File: src/nn_pkg.sv
`default_nettype none

package nn_pkg;

	// datapath widths
	localparam int IN_W = 16; // input and activation word
	localparam int W_W = 8; // signed weight or bias
	localparam int ACC_W = 32; // neuron accumulator and output
	localparam int IDX_W = 8; // neuron and index address fields

	// what a memory read fetches
	typedef enum logic {
		KIND_INPUT,
		KIND_PARAM
	} mem_kind_e;

	// layer field of a parameter read
	typedef enum logic [1:0] {
		LAYER_HIDDEN = 2'd1,
		LAYER_OUT = 2'd2
	} layer_e;

	// request toward the external memory
	typedef struct packed {
		logic rd_start; // one-cycle strobe, fields held afterwards
		mem_kind_e kind;
		layer_e layer;
		logic [IDX_W-1:0] neuron;
		logic [IDX_W-1:0] index; // input number, or 0 bias / 1.. weight
	} mem_req_t;

	// answer from the external memory
	typedef struct packed {
		logic rd_done; // one-cycle pulse, data valid with it
		logic [IN_W-1:0] act_data;
		logic [W_W-1:0] param_data;
	} mem_rsp_t;

	// parameter write broadcast to the neuron array
	typedef struct packed {
		logic [IDX_W-1:0] index; // 0 bias, 1..N_IN weight
		logic [W_W-1:0] data;
	} param_wr_t;

endpackage

`default_nettype wire
File: src/nn_neuron.sv
`default_nettype none

module nn_neuron #(
	parameter int N_IN = 8
) (
	input wire logic clk,
	input wire logic rst,
	input wire logic [nn_pkg::IN_W-1:0] act_vec [N_IN],
	input wire logic relu_en,
	input wire nn_pkg::param_wr_t param_wr,
	input wire logic wr_en,
	output logic signed [nn_pkg::ACC_W-1:0] out
);

	logic signed [nn_pkg::W_W-1:0] w [N_IN];
	logic signed [nn_pkg::W_W-1:0] bias;
	logic signed [nn_pkg::ACC_W-1:0] acc;

	always_ff @(posedge clk) begin
		if (rst) begin
			bias <= '0;
			for (int i = 0; i < N_IN; i++) begin
				w[i] <= '0;
			end
		end else if (wr_en) begin
			if (param_wr.index == '0) begin
				bias <= param_wr.data;
			end
			for (int i = 0; i < N_IN; i++) begin
				if (param_wr.index == nn_pkg::IDX_W'(i + 1)) begin
					w[i] <= param_wr.data; // weight slot i sits at address i+1
				end
			end
		end
	end

	// dot product settles within the cycle
	always_comb begin
		acc = nn_pkg::ACC_W'(bias);
		for (int i = 0; i < N_IN; i++) begin
			acc = acc + w[i] * $signed(act_vec[i]);
		end
	end

	assign out = (relu_en && acc[nn_pkg::ACC_W-1]) ? '0 : acc; // relu clamps negatives

	// the sequencer never addresses past the last weight
	a_wr_index: assert property (@(posedge clk) disable iff (rst)
		wr_en |-> param_wr.index <= nn_pkg::IDX_W'(N_IN));

endmodule

`default_nettype wire

File: config.mk
export PLATFORM = sky130hd
export DESIGN_NAME = nn_neuron
export DESIGN_NICKNAME = d
export VERILOG_FILES = /design/src/nn_pkg.sv /design/src/nn_neuron.sv
export SDC_FILE = /design/constraint.sdc
export NUM_CORES = 2
export LEC_CHECK = 0
export BUFFER_PORTS_ARGS = -buffer_cell sky130_fd_sc_hd__clkbuf_2
export CORE_MARGIN = 2
export CORE_UTILIZATION = 50
export CTS_CLUSTER_SIZE = 24
export DETAILED_ROUTE_END_ITERATION = 6
export PLACE_DENSITY = 0.65
export SLEW_MARGIN = 20
export SYNTH_ARGS = -nofsm -noshare
export SYNTH_HDL_FRONTEND = slang
export SYNTH_SLANG_ARGS = --single-unit
File: constraint.sdc
create_clock -name clk -period 18.5 [get_ports clk]
set_input_delay 0.925 -clock clk [delete_from_list [all_inputs] [get_ports clk]]
set_output_delay 0.925 -clock clk [all_outputs]
set_load 0.1 [all_outputs]
Yosys cells after proc, flatten, opt, wreduce, memory -nomap -nowiden
Memory sizes are Yosys's and may differ from the RTL's.
Index checks and enable logic that the tools add are counted.
{"block": "totals", "ramBits": 64, "input_bits": 148, "ff_bits": 8, "n_memories": 1, "word_cells": 80, "output_inout_bits": 32}
{"memory": "w", "words": 8, "width": 8, "read_ports": 8, "rd_clocked_by_memory_dff": 0, "write_ports": 8, "line": "nn_neuron.sv:15", "text": "logic signed [nn_pkg::W_W-1:0] w [N_IN];"}
{"block": "op_classes", "n_eq_ne": 8, "n_addsub": 8, "bitwise": 8, "multipliers": 8, "reduce_logical": 3, "muxes": 43}
{"cell": "8-bit by 16-bit multiplier with 24-bit output", "count": 8}
{"cell": "8-bit 2-to-1 mux", "count": 8}
{"cell": "1-bit 2-to-1 mux", "count": 34}
{"cell": "31-bit by 24-bit adder with 32-bit output", "count": 1}
{"cell": "8-bit by 3-bit equality test with 1-bit output, second input constant", "count": 4}
{"cell": "32-bit 2-to-1 mux", "count": 1}
{"cell": "30-bit by 24-bit adder with 31-bit output", "count": 1}
{"cell": "29-bit by 24-bit adder with 30-bit output", "count": 1}
{"cell": "28-bit by 24-bit adder with 29-bit output", "count": 1}
{"cell": "27-bit by 24-bit adder with 28-bit output", "count": 1}
{"cell": "26-bit by 24-bit adder with 27-bit output", "count": 1}
{"cell": "25-bit by 24-bit adder with 26-bit output", "count": 1}
{"cell": "8-bit by 24-bit adder with 25-bit output", "count": 1}
{"cell": "8-bit by 2-bit equality test with 1-bit output, second input constant", "count": 2}
{"cell": "8-bit by 1-bit equality test with 1-bit output, second input constant", "count": 1}
{"cell": "8-bit by 4-bit equality test with 1-bit output, second input constant", "count": 1}
{"cell": "8-bit logical NOT", "count": 1}
{"cell": "1-bit bitwise OR", "count": 8}
{"cell": "2-bit AND reduction", "count": 1}
{"cell": "1-bit logical AND", "count": 1}

Longest topological paths before layout
{"block": "depth", "word_depth": 11, "depth_mapped": 32, "depth_no_buf": 30}

Worst setup path after synthesis
No wires, ideal clock.
{"block": "synth_timing", "kind": "input to output", "start": "input act_vec[79] in the netlist's numbering", "end": "output out[21] in the netlist's numbering", "arrival_time_ns": 10.276, "stages": 24, "path_buffers": 1, "setup_slack_ns": 7.299, "required_ns": 17.575, "path_cell_list": "clkbuf_1 > nand2_1 > fa_1 > fa_1 > fa_1 > inv_1 > fa_1 > inv_1 > fa_1 > inv_1 > fa_1 > fa_1 > fa_1 > fa_1 > inv_1 > fa_1 > inv_1 > ha_1 > a21o_1 > a21o_1 > a211oi_1 > a211o_2 > nand2_4 > nor3_1"}
{"block": "synth_between", "elab_chain_cells": 8}
{"element": "start, declared", "line": "nn_neuron.sv:8", "text": "input wire logic [nn_pkg::IN_W-1:0] act_vec [N_IN],"}
{"element": "8-bit by 16-bit multiplier with 24-bit output (*)", "line": "nn_neuron.sv:41", "text": "acc = acc + w[i] * $signed(act_vec[i]);"}
{"element": "27-bit by 24-bit adder with 28-bit output (*)", "line": "nn_neuron.sv:41"}
{"element": "28-bit by 24-bit adder with 29-bit output (*)", "line": "nn_neuron.sv:41"}
{"element": "29-bit by 24-bit adder with 30-bit output (*)", "line": "nn_neuron.sv:41"}
{"element": "30-bit by 24-bit adder with 31-bit output (*)", "line": "nn_neuron.sv:41"}
{"element": "31-bit by 24-bit adder with 32-bit output (*)", "line": "nn_neuron.sv:41"}
{"element": "1-bit logical AND", "line": "nn_neuron.sv:45", "text": "assign out = (relu_en && acc[nn_pkg::ACC_W-1]) ? '0 : acc;"}
{"element": "32-bit 2-to-1 mux (*)", "line": "nn_neuron.sv:45"}
{"element": "end, declared", "line": "nn_neuron.sv:12", "text": "output logic signed [nn_pkg::ACC_W-1:0] out"}
Every way passes the cells marked *; elsewhere a longest branch is shown, timed or not.

==> results.txt <==
----------------------------------------------------
[Synth]
  Synthesized netlist cell count ... about 4200
  Area of the mapped netlist ... 42000 µm²
  Proportion of synthesized flip-flops having asynchronous set or reset ... 0%
  Distinct cells, synth ... 54
  Average size of a mapped cell ... approximately 10 µm²
  Number of flip-flops and latches in the synthesized netlist ... between 70 and 80
  Proportion of synthesized chip area in sequential cells ... between 4 and 5%
  Total number of yosys warnings ... 0
  Top FF cell, synth ... sky130_fd_sc_hd__edfxtp_1
  Number of enable-type register cells in the synthesized netlist ... 64
  Mapped Nets ... around 5800

[Global routing]
  Tot GR Track Use ... a little over a quarter
  Wire length of the first global-routing pass ... ~180000 µm
  Number of global-route vias before repair ... around 31000
  Global-route congestion overflow total ... 0
  Largest net degree at the start of global routing ... 25
  Number of antenna violations at the first check in global routing ... 12

[Floorplanning]
  Core region area ... 83400 µm²
  Die Outline Area ... ~86000 µm²
  Rows ... about 110
  Number of top-level pins ... 180
  Die height ... 294 µm
  Effective utilization at floorplan ... approximately half
  DIE WIDTH ... slightly below 300 µm

[STA]
  Max Clk Rate ... between 80 and 90 MHz
  Number of endpoints with negative hold slack in the final report ... 0
  Post-route setup TNS ... 0 ns
  Setup repair after global routing missed its margin ... no
  Crit path time final ... between 10 and 15 ns
  Transition time at the pin with the least slew margin ... 1.14 ns
  Post-Route Skew ... 0 ns
  Worst relative slew slack ... 23.5%
  Worst hold slack ... ~0.46 ns
  Count of final max-slew check failures ... 0
  Ratio of final minimum period to clock period ... between 60% and 70%
  Endpoints failing setup ... 0

[Placement]
  Routability-driven placement congestion ratio ... between 0.9 and 1
  DP Wirelength ... a little under 100000 µm
  Placed insts ... roughly 5400
  Number of port buffers ... around 180
  DP Area ... roughly 44000 µm²

[Clocking]
  CTS tree ... yes
  Number of setup buffers added after CTS ... 0
  CTS max path bufs ... 2
  Clock root buffer ... sky130_fd_sc_hd__clkbuf_16
  Sinks on the clock net ... 72
  Total clock buffers created by CTS ... 9
  Clock slew at the register clock pins of the worst setup and hold paths ... 0.06 ns
  Maximum level of the CTS H-tree ... 3
  Clock insertion delay at the later pin of the skew report ... ~0.36 ns
  Hold Buf Count CTS ... 0
  Gates resized, CTS repair ... 0

[Final layout]
  Post-layout net count ... between 5000 and 6000
  Non-Filler Instances ... 5403
  Fraction of final layout cells sized beyond drive strength 1 ... under 10%
  Fillcell total ... about 7600
  Area added between synthesis and finish ... 5.24%
  Layout Cell Area excl Fill ... 44200 µm²

[Routing]
  Initial detailed-routing violation count ... about 1800
  Mean number of vias per cell ... slightly above 5
  Post-route ant nets ... 0
  Number of optimization iterations in the first detailed-route pass ... 6
  Routed via count ... about 28000
  Wire per inst ... between 20 and 25 µm
  DRC violations left ... 0
  Final routed wirelength across all metal layers ... about 110000 µm

[Critical path]
  Minimum setup slack among reg-to-reg paths ... roughly 17 ns
  Most common cell on crit path ... sky130_fd_sc_hd__fa_1
  Required time at the endpoint of the critical path ... around 18 ns
  Capturing element type of the critical path ... output pin
  Slowest library cell on the worst path ... sky130_fd_sc_hd__nand4_1
  Crit path buf inv count ... 8
  Startpoint class of the critical path ... register
  CP Depth ... 28
  Highest fanout seen on the critical path ... 24
  Worst reg2reg startpoint ... bias[7]
  Number of cell instances on the worst register-to-register path ... 2
  RR Endpoint ... bias[7]
  Critical Path Source ... w[1][0]
  Worst setup path endpoint ... out[13]
  CP Data Arrival Time ... around 11 ns
  Type of the worst setup path ... reg2out
  Delay of the slowest cell on the worst path ... 1.00 ns
  Dominant delay contributor by cell family on the critical path ... adder cells

[Hold path]
  Worst min-delay path class ... reg2reg

[Job]
  Number of maximum-capacitance violations ... 0

[Status]
  Result of the run ... complete, no violations

----------------------------------------------------
-- worst min path at each step --
stage	slack [ns]	from	endpoint	cells past startpoint
4_1_cts	0.46	bias[4]	bias[4]	2
3_3_place_gp	0.46	bias[4]	bias[4]	2
5_1_grt	0.50	bias[2]	bias[2]	2
6_report	0.46	bias[4]	bias[4]	2
3_5_place_dp	0.46	bias[4]	bias[4]	2
2_1_floorplan	0.44	bias[0]	bias[0]	2
-- tightest hold or removal path, cell delays in order, from the launching register on --
cell	delay, ns
sky130_fd_sc_hd__dfxtp_1	0.31
sky130_fd_sc_hd__nand2_1	0.05
sky130_fd_sc_hd__a21oi_1	0.05
-- metrics by stage --
stage,setup slack (ns),utilization [%]
floorplan,7.30,-
detailed placement,6.66,52.6
global placement,6.78,52.6
CTS,6.53,53.0
finish,6.34,53.0
global route,5.90,53.0
-- flip-flops by register name (all words and copies together) (netlist names) --
register / count
bias: 8
w: 64
-- cells by family after synthesis --
family                   count (synthesis)  synth area share (%)
XOR/XNOR                                19                 0.396
AO/OA/AOI/OAI                          103                  1.63
AND/OR/NAND/NOR                       1212                  15.0
buffers and inverters                 1332                  12.0
adder cells (fa/ha/maj)               1468                  65.9
flip-flops                              72                  4.96
multiplexers                             5                 0.122
-- routing by layer --
layer  GRT usage, %  part of all wire (%)  vias to the layer above
li1               -                     -                    12000
met1           35.9                    40                    14600
met2           48.2                    52                      824
met3           3.69                   6.0                      146
met4           6.01                   2.5                       14
met5              0                 0.078                        -
-- layout by cell type (no fill, tap or decap), types with 2 or more instances in the layout --
cell type / n
sky130_fd_sc_hd__nand4_1: 8
sky130_fd_sc_hd__xor2_1: 6
sky130_fd_sc_hd__nand2b_1: 79
sky130_fd_sc_hd__nand2_1: 396
sky130_fd_sc_hd__edfxtp_1: 64
sky130_fd_sc_hd__a21oi_1: 39
sky130_fd_sc_hd__o211ai_2: 2
sky130_fd_sc_hd__nor3_2: 2
sky130_fd_sc_hd__nand3_1: 15
sky130_fd_sc_hd__nor3b_1: 2
sky130_fd_sc_hd__diode_2: 4
sky130_fd_sc_hd__o21bai_1: 4
sky130_fd_sc_hd__nor2_1: 108
sky130_fd_sc_hd__o21a_1: 7
sky130_fd_sc_hd__clkbuf_16: 9
sky130_fd_sc_hd__buf_4: 3
sky130_fd_sc_hd__dfxtp_1: 8
sky130_fd_sc_hd__and2_1: 532
sky130_fd_sc_hd__ha_1: 230
sky130_fd_sc_hd__or3_1: 2
sky130_fd_sc_hd__inv_1: 1241
sky130_fd_sc_hd__mux2i_1: 4
sky130_fd_sc_hd__and3_1: 8
sky130_fd_sc_hd__o21ai_0: 13
sky130_fd_sc_hd__a21boi_0: 2
sky130_fd_sc_hd__nor2b_1: 44
sky130_fd_sc_hd__nand3b_1: 4
sky130_fd_sc_hd__xnor2_1: 13
sky130_fd_sc_hd__clkinvlp_4: 2
sky130_fd_sc_hd__a21oi_2: 3
sky130_fd_sc_hd__clkinv_2: 3
sky130_fd_sc_hd__clkbuf_2: 179
sky130_fd_sc_hd__a211oi_1: 3
sky130_fd_sc_hd__a21o_1: 13
sky130_fd_sc_hd__nor3_1: 10
sky130_fd_sc_hd__fa_1: 1238
-- synth_stat cells (13+ instances only) --
| cell type | count | area [µm²] |
|---|---|---|
| sky130_fd_sc_hd__nand3_1 | 15 | 75.1 |
| sky130_fd_sc_hd__a21o_1 | 13 | 97.6 |
| sky130_fd_sc_hd__edfxtp_1 | 64 | 1920 |
| sky130_fd_sc_hd__a21oi_1 | 39 | 195 |
| sky130_fd_sc_hd__fa_1 | 1238 | 24800 |
| sky130_fd_sc_hd__xnor2_1 | 13 | 114 |
| sky130_fd_sc_hd__and2_1 | 532 | 3330 |
| sky130_fd_sc_hd__clkbuf_1 | 79 | 297 |
| sky130_fd_sc_hd__o21ai_0 | 13 | 65.1 |
| sky130_fd_sc_hd__nor2_1 | 108 | 405 |
| sky130_fd_sc_hd__nor2b_1 | 44 | 275 |
| sky130_fd_sc_hd__nand2_1 | 396 | 1490 |
| sky130_fd_sc_hd__inv_1 | 1241 | 4660 |
| sky130_fd_sc_hd__nand2b_1 | 79 | 494 |
| sky130_fd_sc_hd__ha_1 | 230 | 2880 |
-- layout make-up --
class / count / area [µm²] / area share, %
Multi-Input combinational cell: 2807 / 34900 / 78.9
Inverter: 1242 / 4660 / 10.6
Sequential cell: 72 / 2080 / 4.71
Tap cell: 1080 / 1350 / 3.06
Timing Repair Buffer: 182 / 918 / 2.08
Clock buffer: 10 / 229 / 0.518
Clock inverter: 6 / 60.1 / 0.136
Antenna cell: 4 / 10.0 / 0.0227
Power is left out: the tool's default activity adds up to more than one toggle a clock period on the data nets, which glitch-free logic cannot reach.
