`config.mk`:
```
export PLATFORM = sky130hd
export DESIGN_NAME = nn_argmax
export DESIGN_NICKNAME = d
export VERILOG_FILES = /design/src/nn_pkg.sv /design/src/nn_argmax.sv
export SDC_FILE = /design/constraint.sdc
export NUM_CORES = 1
export LEC_CHECK = 0
export BUFFER_PORTS_ARGS = -buffer_cell sky130_fd_sc_hd__buf_2
export CORE_ASPECT_RATIO = 1.1
export CORE_MARGIN = 2
export CORE_UTILIZATION = 40
export CTS_CLUSTER_DIAMETER = 30
export DETAILED_ROUTE_END_ITERATION = 10
export GPL_TIMING_DRIVEN = 0
export PLACE_DENSITY = 0.68
export RECOVER_POWER = 100
export SETUP_SLACK_MARGIN = 0.4
export SLEW_MARGIN = 20
export SYNTH_ARGS = -nofsm -noshare
export SYNTH_HDL_FRONTEND = slang
export SYNTH_SLANG_ARGS = --single-unit
```
`constraint.sdc`:
```
create_clock -name clk -period 3.6 [get_ports clk]
set_input_delay 0.18 -clock clk [delete_from_list [all_inputs] [get_ports clk]]
set_output_delay 0.18 -clock clk [all_outputs]
set_load 0.01 [all_outputs]
```
`src/nn_pkg.sv`:
```
`default_nettype none

package nn_pkg;

	// datapath widths
	localparam int IN_W = 16; // input and activation word
	localparam int W_W = 8; // signed weight or bias
	localparam int ACC_W = 32; // neuron accumulator and output
	localparam int IDX_W = 8; // neuron and index address fields

	// what a memory read fetches
	typedef enum logic {
		KIND_INPUT,
		KIND_PARAM
	} mem_kind_e;

	// layer field of a parameter read
	typedef enum logic [1:0] {
		LAYER_HIDDEN = 2'd1,
		LAYER_OUT = 2'd2
	} layer_e;

	// request toward the external memory
	typedef struct packed {
		logic rd_start; // one-cycle strobe, fields held afterwards
		mem_kind_e kind;
		layer_e layer;
		logic [IDX_W-1:0] neuron;
		logic [IDX_W-1:0] index; // input number, or 0 bias / 1.. weight
	} mem_req_t;

	// answer from the external memory
	typedef struct packed {
		logic rd_done; // one-cycle pulse, data valid with it
		logic [IN_W-1:0] act_data;
		logic [W_W-1:0] param_data;
	} mem_rsp_t;

	// parameter write broadcast to the neuron array
	typedef struct packed {
		logic [IDX_W-1:0] index; // 0 bias, 1..N_IN weight
		logic [W_W-1:0] data;
	} param_wr_t;

endpackage

`default_nettype wire
```
`src/nn_argmax.sv`:
```
`default_nettype none

module nn_argmax #(
	parameter int N_OUT = 4
) (
	input wire logic clk,
	input wire logic rst,
	input wire logic scan_start,
	input wire logic signed [nn_pkg::ACC_W-1:0] neuron_out [N_OUT],
	output logic [nn_pkg::IDX_W-1:0] result,
	output logic finished
);

	logic busy;
	logic [nn_pkg::IDX_W-1:0] cnt;
	logic signed [nn_pkg::ACC_W-1:0] best_val;
	logic [nn_pkg::IDX_W-1:0] best_idx;
	logic signed [nn_pkg::ACC_W-1:0] cur;
	logic take;

	always_comb begin
		cur = '0;
		for (int i = 0; i < N_OUT; i++) begin
			if (cnt == nn_pkg::IDX_W'(i)) begin
				cur = neuron_out[i];
			end
		end
	end

	// strictly greater, so ties keep the lower class
	assign take = !cur[nn_pkg::ACC_W-1] && (cur > best_val);

	always_ff @(posedge clk) begin
		if (rst) begin
			busy <= 1'b0;
			cnt <= '0;
			best_val <= '0;
			best_idx <= '0;
			result <= '0;
			finished <= 1'b0;
		end else begin
			finished <= 1'b0;
			if (scan_start && !busy) begin
				busy <= 1'b1;
				cnt <= '0;
				best_val <= '0;
				best_idx <= '0;
			end else if (busy) begin
				if (take) begin
					best_val <= cur;
					best_idx <= cnt;
				end
				if (cnt == nn_pkg::IDX_W'(N_OUT - 1)) begin
					busy <= 1'b0;
					result <= take ? cnt : best_idx;
					finished <= 1'b1;
				end else begin
					cnt <= cnt + 1'b1;
				end
			end
		end
	end

	a_cnt_range: assert property (@(posedge clk) disable iff (rst)
		busy |-> cnt < nn_pkg::IDX_W'(N_OUT));

endmodule

`default_nettype wire

```
* Word-level counts from Yosys, hierarchy flattened
Index checks and enable logic that the tools add are counted.
** Operators by class
- Reductions and logical operators :: 10
- $add $sub $neg :: 1
- Equality and inequality tests :: 3
- Bitwise operators :: 3
- Mux-type cells :: 9
- $lt $le $gt $ge :: 1
** Operators with widths (number)
- 32-bit two-way mux :: 4
- 32-bit greater-than comparator :: 1
- 8-bit by 2-bit equality test with 1-bit output, second input constant :: 2
- 8-bit by 1-bit adder with 8-bit output, second input constant :: 1
- 8-bit by 1-bit equality test with 1-bit output, second input constant :: 1
- 8-bit zero test :: 1
- 8-bit two-way mux :: 1
- 1-bit two-way mux :: 4
- 2-bit AND reduction :: 2
- 1-bit inverter :: 3
- 3-bit AND reduction :: 1
- 3-bit OR reduction :: 1
- 1-bit logical AND :: 2
- 1-bit zero test :: 2
- 2-bit OR reduction :: 1
** Storage, ports and cells
- Input bits :: 131
- Flip-flop bits (word level) :: 58
- Logic and storage cells :: 33
- Output and inout bits :: 9

* Longest topological paths before layout
Gate-level depths: netlist (run 1).
- Depth after elaboration :: 8
- Gate-level depth with buffers :: 19
- Depth with buffers taken out :: 16

* Worst setup path before layout (run 1)
Ideal clock, no wire load.
- Path kind :: register to register
- From :: register cnt[0] in the netlist's numbering
- To :: register best_val[1] in the netlist's numbering
- Path slack :: -128 ps
- Clock period less this slack :: 3728 ps
- Stages on the path, launching flop included :: 19
- Data arrival time :: 3594 ps
- Setup time :: 135 ps
- Cell sequence :: dfxtp_1 -> inv_1 -> ha_1 -> nor2b_1 -> and3_1 -> clkbuf_1 -> buf_2 -> a221o_1 -> o21ai_0 -> o21ai_1 -> ha_1 -> nand4_1 -> nor4_1 -> o21ai_0 -> a31o_4 -> a31o_2 -> buf_6 -> nor4_2 -> a211oi_2
** Between the ends
- Word-level cells in the longest chain between the ends :: 8
- Elaborated cells between the ends (all ways) :: 12
- Classes of those cells :: 1 x order compare; 3 x eq/ne; 4 x mux; 4 x reduce/logical
** Ends and longest elaborated chain
- start: declaration :: RTL line nn_argmax.sv:15 : logic [nn_pkg::IDX_W-1:0] cnt;
- start signal: assignment :: RTL line nn_argmax.sv:58 : cnt <= cnt + 1'b1;
- 8-bit zero test :: RTL line nn_argmax.sv:24 : if (cnt == nn_pkg::IDX_W'(i)) begin
- 32-bit two-way mux (3 in series) :: RTL line nn_argmax.sv:24
- 32-bit two-way mux (*) :: RTL line nn_argmax.sv:24
- via cur, one bit :: RTL line nn_argmax.sv:18 : logic signed [nn_pkg::ACC_W-1:0] cur;
- 32-bit greater-than comparator (*) :: RTL line nn_argmax.sv:31 : assign take = !cur[nn_pkg::ACC_W-1] && (cur > best_val);
- 1-bit logical AND (*) :: RTL line nn_argmax.sv:31
- 2-bit AND reduction (no line) (*)
- end signal: assignment :: RTL line nn_argmax.sv:50 : best_val <= cur;
- end: declaration :: RTL line nn_argmax.sv:16 : logic signed [nn_pkg::ACC_W-1:0] best_val;
The timed path passes the listed nets; every way through them passes the cells marked *.
A chain may end at the register's enable or synchronous reset.

* Final worst setup path (run 1)
- From :: register cnt[0] in the netlist's numbering
- To :: register best_val[14] in the netlist's numbering
Same word-level chain as after synthesis.

==> impl_metrics.yaml, run 1 <==
run_status:
  outcome: "finished with violations"
  violations: "setup timing"
clock_tree:
  cts_buffers: 9
  cts_tree: "yes"
  cts_root_buf: "clkbuf_16"
  cts.path.max_buffers: 2
  cts.sink_count: 58
  clk_pin_slew_ns: 0.06
  htreeDepth: 3
  clk_latency_ns: 0.33
worst_hold_path:
  min_path_type: "input pin to flip-flop"
floorplan:
  die_x_um: 101
  core_sq_um: 10200
  start_util: 0.407
  io_pins: 140
  rows: 39
  die-area_sq_um: 11300
  die_y_um: 111
timing:
  post-route-period-util: 1.11
  hold_violations: 0
  finalSetupTns_ns: -14.68
  finalClockSkew_ns: 0.00473
  fmax_mhz: 250
  fin_crit_ns: 3.99
  setup_ws_ns: -0.394
  rsz0062_at_grt: "true"
  setup_viol_count_final: 48
  report.final.slew_viol_count: 0
  whs_ns: 0.0838
  max-slew-margin-rel: 0.201
  worstMarginPinSlew_ns: 1.20
yosys:
  ys_top_cells_by_area: "dfxtp_1 (28%), ha_1 (11%), o21ai_0 (6.4%), a221o_1 (6.2%), nand2_1 (5.5%)"
  synthArstFlopShare: 0
  synth_compound_area_frac: 0.298
  synth_fa_ha_area_frac: 0.108
  synth-xor-area-share: 0.0105
  synth_flop_cell: "dfxtp_1"
  synth_top_family_by_area: "compound AO/OA/AOI/OAI gates"
  muxShareOfSynthArea: 0.0216
  yosysWarnings: 0
  syn_nets: 684
  yosysTopAreaCell: "dfxtp_1"
  seq_area_frac_synth: 0.279
  synth-edff-count: 0
  synthCells: 517
  syn_avg_cell_area_sq_um: 8.06
  syn-cell-area_sq_um: 4170
  synth_top_area_frac: 0.279
  synthDistinctLibCells: 50
  synth-seq-cells: 58
  synth-simple-area-share: 0.197
flow_run:
  maxCapViolations: 0
detailed_routing:
  post_drt_via_cell_ratio: 5.75
  drc_errors: 0
  vias: 4797
  firstDrtPassIters: 7
  routedWlPerCell_um: 17.8
  wl_um: 14800
  ant_nets: 0
  drt_iter0_markers: 222
setup_path:
  path_class: "flip-flop to flip-flop"
  critPathTopFamily: "compound AO/OA/AOI/OAI gates"
  critical-path-max-stage-delay_ns: 0.38
  cp-end-kind: "flip-flop"
  crit_arrival_ns: 4.23
  path_buf_inv: 4
  critPathRequiredTime_ns: 3.83
  crit_path_cell_trace: "inv_4 -> ha_4 -> nor2b_4 -> and3_4 -> clkbuf_16 -> buf_6 -> a221o_1 -> o21ai_2 -> o21ai_2 -> ha_1 -> nand4_1 -> nor4_2 -> o21ai_1 -> a31o_4 -> a31oi_4 -> nand3_4 -> buf_6 -> a211oi_1"
  cp_max_fo: 10
  crit_slowest_cell: "dfxtp_4"
  startpoint_type: "flip-flop"
placement:
  dp_hpwl_um: 9960
  place.gp.congestion: 0.847
  port_buffers: 139
finish:
  areaGrowthSynthToFinish_pct: 56.6
  nFillCells: 807
  drive_gt1_frac: 0.451
  fin_nets: 873
  diodes: 0
grt:
  grt_pass1_vias: 4751
  antenna_found_initial: 0
  overflow: 0
  grt_use_total: 0.245
  grt_max_degree: 13
  grt_pass1_wl_um: 22100
power:
  p_total_mw: 2.78
  ir_drop_mv: 0.265
  power_density_nw_per_um2: 426
  p_leak_nw: 2.55
## through the flow
stage          cell area, sq um  std cells   util  setup slack (ns)
2_1_floorplan              4270        517      -             0.113
3_3_place_gp               5120        779  0.500            -0.650
3_5_place_dp               5120        779  0.500            -0.735
4_1_cts                    6020        814  0.588            -0.360
5_1_grt                    6530        834  0.637            -0.585
6_report                   6530        834  0.637            -0.394
## cell usage after synthesis (all sizes together), types with 3 or more instances
master	number
nor2	23
buf	23
nor4	33
xor2	3
mux2i	9
a21o	4
nand3	7
o21ai	64
a32o	6
and2	7
a21oi	21
a221oi	3
nand4	7
ha	36
dfxtp	58
clkbuf	21
a221o	26
nor3	5
nor2b	4
o31ai	5
a211oi	31
inv	34
nand2	61
a22oi	5
and3	4
## cell usage in the layout (no fill, tap or decap), drive strengths merged, types with 2 or more instances in the layout
master	netlist	routed
buf	23	193
a22oi	5	5
bufinv	0	2
nor3	5	5
a221oi	3	3
nand2	61	61
ha	36	36
o31ai	5	5
a211oi	31	31
nor2b	4	4
nand2b	2	2
a31o	2	2
a21oi	21	21
xor2	3	3
nor2	23	23
a221o	26	26
inv	34	35
a21o	4	4
and3	4	4
and2	7	7
clkinv	0	3
a31oi	2	2
xnor2	2	2
a32o	6	6
a311oi	2	2
nand4	7	7
nor4	33	33
mux2i	9	9
nand3	7	7
clkbuf	21	39
o21ai	64	64
dfxtp	58	58
## where the power goes
group	internal [mW]	switching, mW
Combinational	0.532	0.590
Clock	0.653	0.326
Sequential	0.668	0.00945
Total	1.85	0.925
## sequential cells by signal (all words and copies together) (netlist names)
register,flops
busy,1
finished,1
result,8
cnt,8
best_idx,8
best_val,32
## layer usage
layer / up-vias / track usage / routed length (um)
met5: - / 0 / 0
met3: 35 / 0.0448 / 837
met2: 183 / 0.419 / 7560
met1: 2263 / 0.300 / 5990
met4: 0 / 0.0982 / 441
li1: 2316 / - / -
## cell families (layout without fill, tap and decap cells)
group | count (synthesis) | count (layout)
AOI/OAI and AO/OA | 175 | 175
and+or+nand+nor | 156 | 156
buffers and inverters | 78 | 272
DFF | 58 | 58
adders and majority gates | 36 | 36
muxes | 9 | 9
xor gates and xnor gates | 5 | 5
## final cells by class
cell class / count / area, sq um / area share
clock inverters: 6 / 95.1 / 0.0146
plain buffers: 44 / 404 / 0.0619
inverters: 34 / 133 / 0.0203
flip-flops and latches: 58 / 1170 / 0.179
multi-input cells: 381 / 3250 / 0.497
repair buffers: 178 / 1080 / 0.165
well taps: 123 / 154 / 0.0236
clock buffers: 10 / 250 / 0.0383
## path summary, 6_finish.rpt
path	startpoint	endpoint	slack (ns)	depth (start not counted)
hold / removal	scan_start	busy	0.08	2
setup / recovery	cnt[0]	best_val[14]	-0.39	18
setup reg to reg	cnt[0]	best_val[14]	-0.39	18
hold reg to reg	best_idx[1]	best_idx[1]	0.46	2
## what timing repair did
action	in CTS	in global routing
buffers inserted	16	17
cloned	3	3
pin swaps	28	42
setup endpoints to repair	48	48
hold buffers	0	0
resized for setup	88	94
No activity file was read; power rests on OpenSTA's default activity.
==> run 2, diff against run 1 <==
CORE_MARGIN = default   (was 2)
CTS_BUF_LIST = sky130_fd_sc_hd__clkbuf_8   (was default)
==> run 2 against run 1 <==
Critical endpoint is now result[3]. Combinational power about the same. Wire length increased by 0.42%. Sequential share of layout area up 0.52 points. Clock skew is 0.0090 ns higher. Register-to-register slack got worse by 0.06 ns. Maximum frequency decreased by 1.4%. The run still ends with setup timing left.
==> impl_metrics.yaml, run 2 (synthesized netlist as in run 1, its figures left out) <==
detailed_routing:
  firstDrtPassIters: 4
  ant_nets: 0
  post_drt_via_cell_ratio: 5.74
  drc_errors: 0
  drt_iter0_markers: 207
  routedWlPerCell_um: 17.7
  vias: 4823
  wl_um: 14900
flow_run:
  maxCapViolations: 0
placement:
  place_area_sq_um: 5120
  port_buffers: 139
  dp_hpwl_um: 9910
  place.gp.congestion: 0.818
setup_path:
  critPathRequiredTime_ns: 3.84
  crit_slowest_cell: "o31ai_1"
  critPathTopFamily: "compound AO/OA/AOI/OAI gates"
  cp-end-kind: "flip-flop"
  cp.depth: 19
  crit_path_cell_trace: "buf_4 -> ha_4 -> nor2b_4 -> buf_4 -> a221oi_1 -> o31ai_1 -> and2_1 -> ha_2 -> nand4_4 -> nor4_4 -> a22oi_2 -> nor4b_4 -> buf_4 -> buf_6 -> a31oi_4 -> buf_4 -> buf_6 -> nand2_2 -> a32o_1"
  ff2ff_path_depth: 19
  critical-path-max-stage-delay_ns: 0.55
  cp_max_fo: 6
  path_class: "flip-flop to flip-flop"
  path_buf_inv: 6
  startpoint_type: "flip-flop"
  crit_arrival_ns: 4.29
  path_common_cell: "buf_4"
finish:
  drive_gt1_frac: 0.456
  layout_commonest_cell: "buf_2"
  top_register: "best_val"
  diodes: 0
  areaGrowthSynthToFinish_pct: 52.7
  fin_util: 0.637
  nFillCells: 819
  design_area_sq_um: 6360
  largest_reg_flops: 32
  final_cell_mix: "buf_2 (133), nand2_1 (58), dfxtp_1 (53)"
  fin_nets: 882
clock_tree:
  cts_tree: "yes"
  cts.path.max_buffers: 2
  clk_pin_slew_ns: 0.08
  htreeDepth: 3
  clk_latency_ns: 0.36
  cts_buffers: 9
  cts.sink_count: 58
  holdBufCountCts: 0
  cts_root_buf: "clkbuf_8"
floorplan:
  core_sq_um: 9980
  io_pins: 140
  rows: 38
  die_x_um: 99.3
  die-area_sq_um: 10800
  die_y_um: 109
  start_util: 0.417
power:
  power_density_nw_per_um2: 378
  p_total_mw: 2.41
  p_leak_nw: 2.51
  ir_drop_mv: 0.175
timing:
  whs_ns: 0.0562
  report.final.slew_viol_count: 0
  setup_viol_count_final: 48
  finalClockSkew_ns: 0.0137
  worstMarginPinSlew_ns: 0.951
  rsz0062_at_grt: "true"
  post-route-period-util: 1.13
  setup_ws_ns: -0.450
  max-slew-margin-rel: 0.366
  hold_violations: 0
  fin_crit_ns: 4.05
  fmax_mhz: 247
grt:
  grt_pass1_vias: 4631
  grt_max_degree: 13
  antenna_found_initial: 0
  grt_pass1_wl_um: 21600
  grt_use_total: 0.254
  overflow: 0
run_status:
  outcome: "finished with violations"
  violations: "setup timing"
worst_hold_path:
  min_path_type: "input pin to flip-flop"
  holdPathStages: 2
[run 2: power by group]
group / switching (mW) / total, mW / internal, mW
Clock: 0.311 / 0.635 / 0.324
Sequential: 0.00869 / 0.676 / 0.667
Combinational: 0.567 / 1.09 / 0.527
Total: 0.887 / 2.41 / 1.52
[run 2: final timing paths]
kind / from / endpoint / slack (ns)
worst max register to register: cnt[0] / result[3] / -0.45
worst min register to register: best_idx[3] / best_idx[3] / 0.46
worst max-delay path: cnt[0] / result[3] / -0.45
worst min-delay path: rst / result[1] / 0.06
[run 2: layer usage]
| metal | part of all wire | GRT usage | up-vias |
|---|---|---|---|
| met4 | 0.028 | 0.102 | 0 |
| li1 | - | - | 2328 |
| met2 | 0.51 | 0.465 | 193 |
| met3 | 0.051 | 0.0429 | 35 |
| met5 | 0 | 0 | - |
| met1 | 0.41 | 0.294 | 2267 |
[run 2: area by class of cell]
cell class / instances / area [sq um] / area share
clock buffer: 9 / 124 / 0.0195
buffer: 44 / 393 / 0.0618
timing repair buffer: 187 / 1150 / 0.181
inverter: 34 / 133 / 0.0208
sequential: 58 / 1170 / 0.184
tap: 120 / 150 / 0.0236
clock inverter: 7 / 76.3 / 0.0120
multi-input combinational: 381 / 3160 / 0.497
[run 2: repair_timing]
item / 4_1_cts / 5_1_grt
resized for setup: 72 / 101
gates cloned: 3 / 1
setup buffers: 31 / 13
setup endpoints to repair: 48 / 48
pin swaps: 18 / 39
[run 2: per-stage QoR]
stage	setup WS [ns]	setup TNS, ns	std cells
after floorplan	0.113	0	517
after global placement	-0.632	-28.21	776
after detailed placement	-0.712	-31.35	776
after CTS	-0.322	-13.27	826
after global routing	-0.589	-24.80	840
final	-0.450	-18.70	840
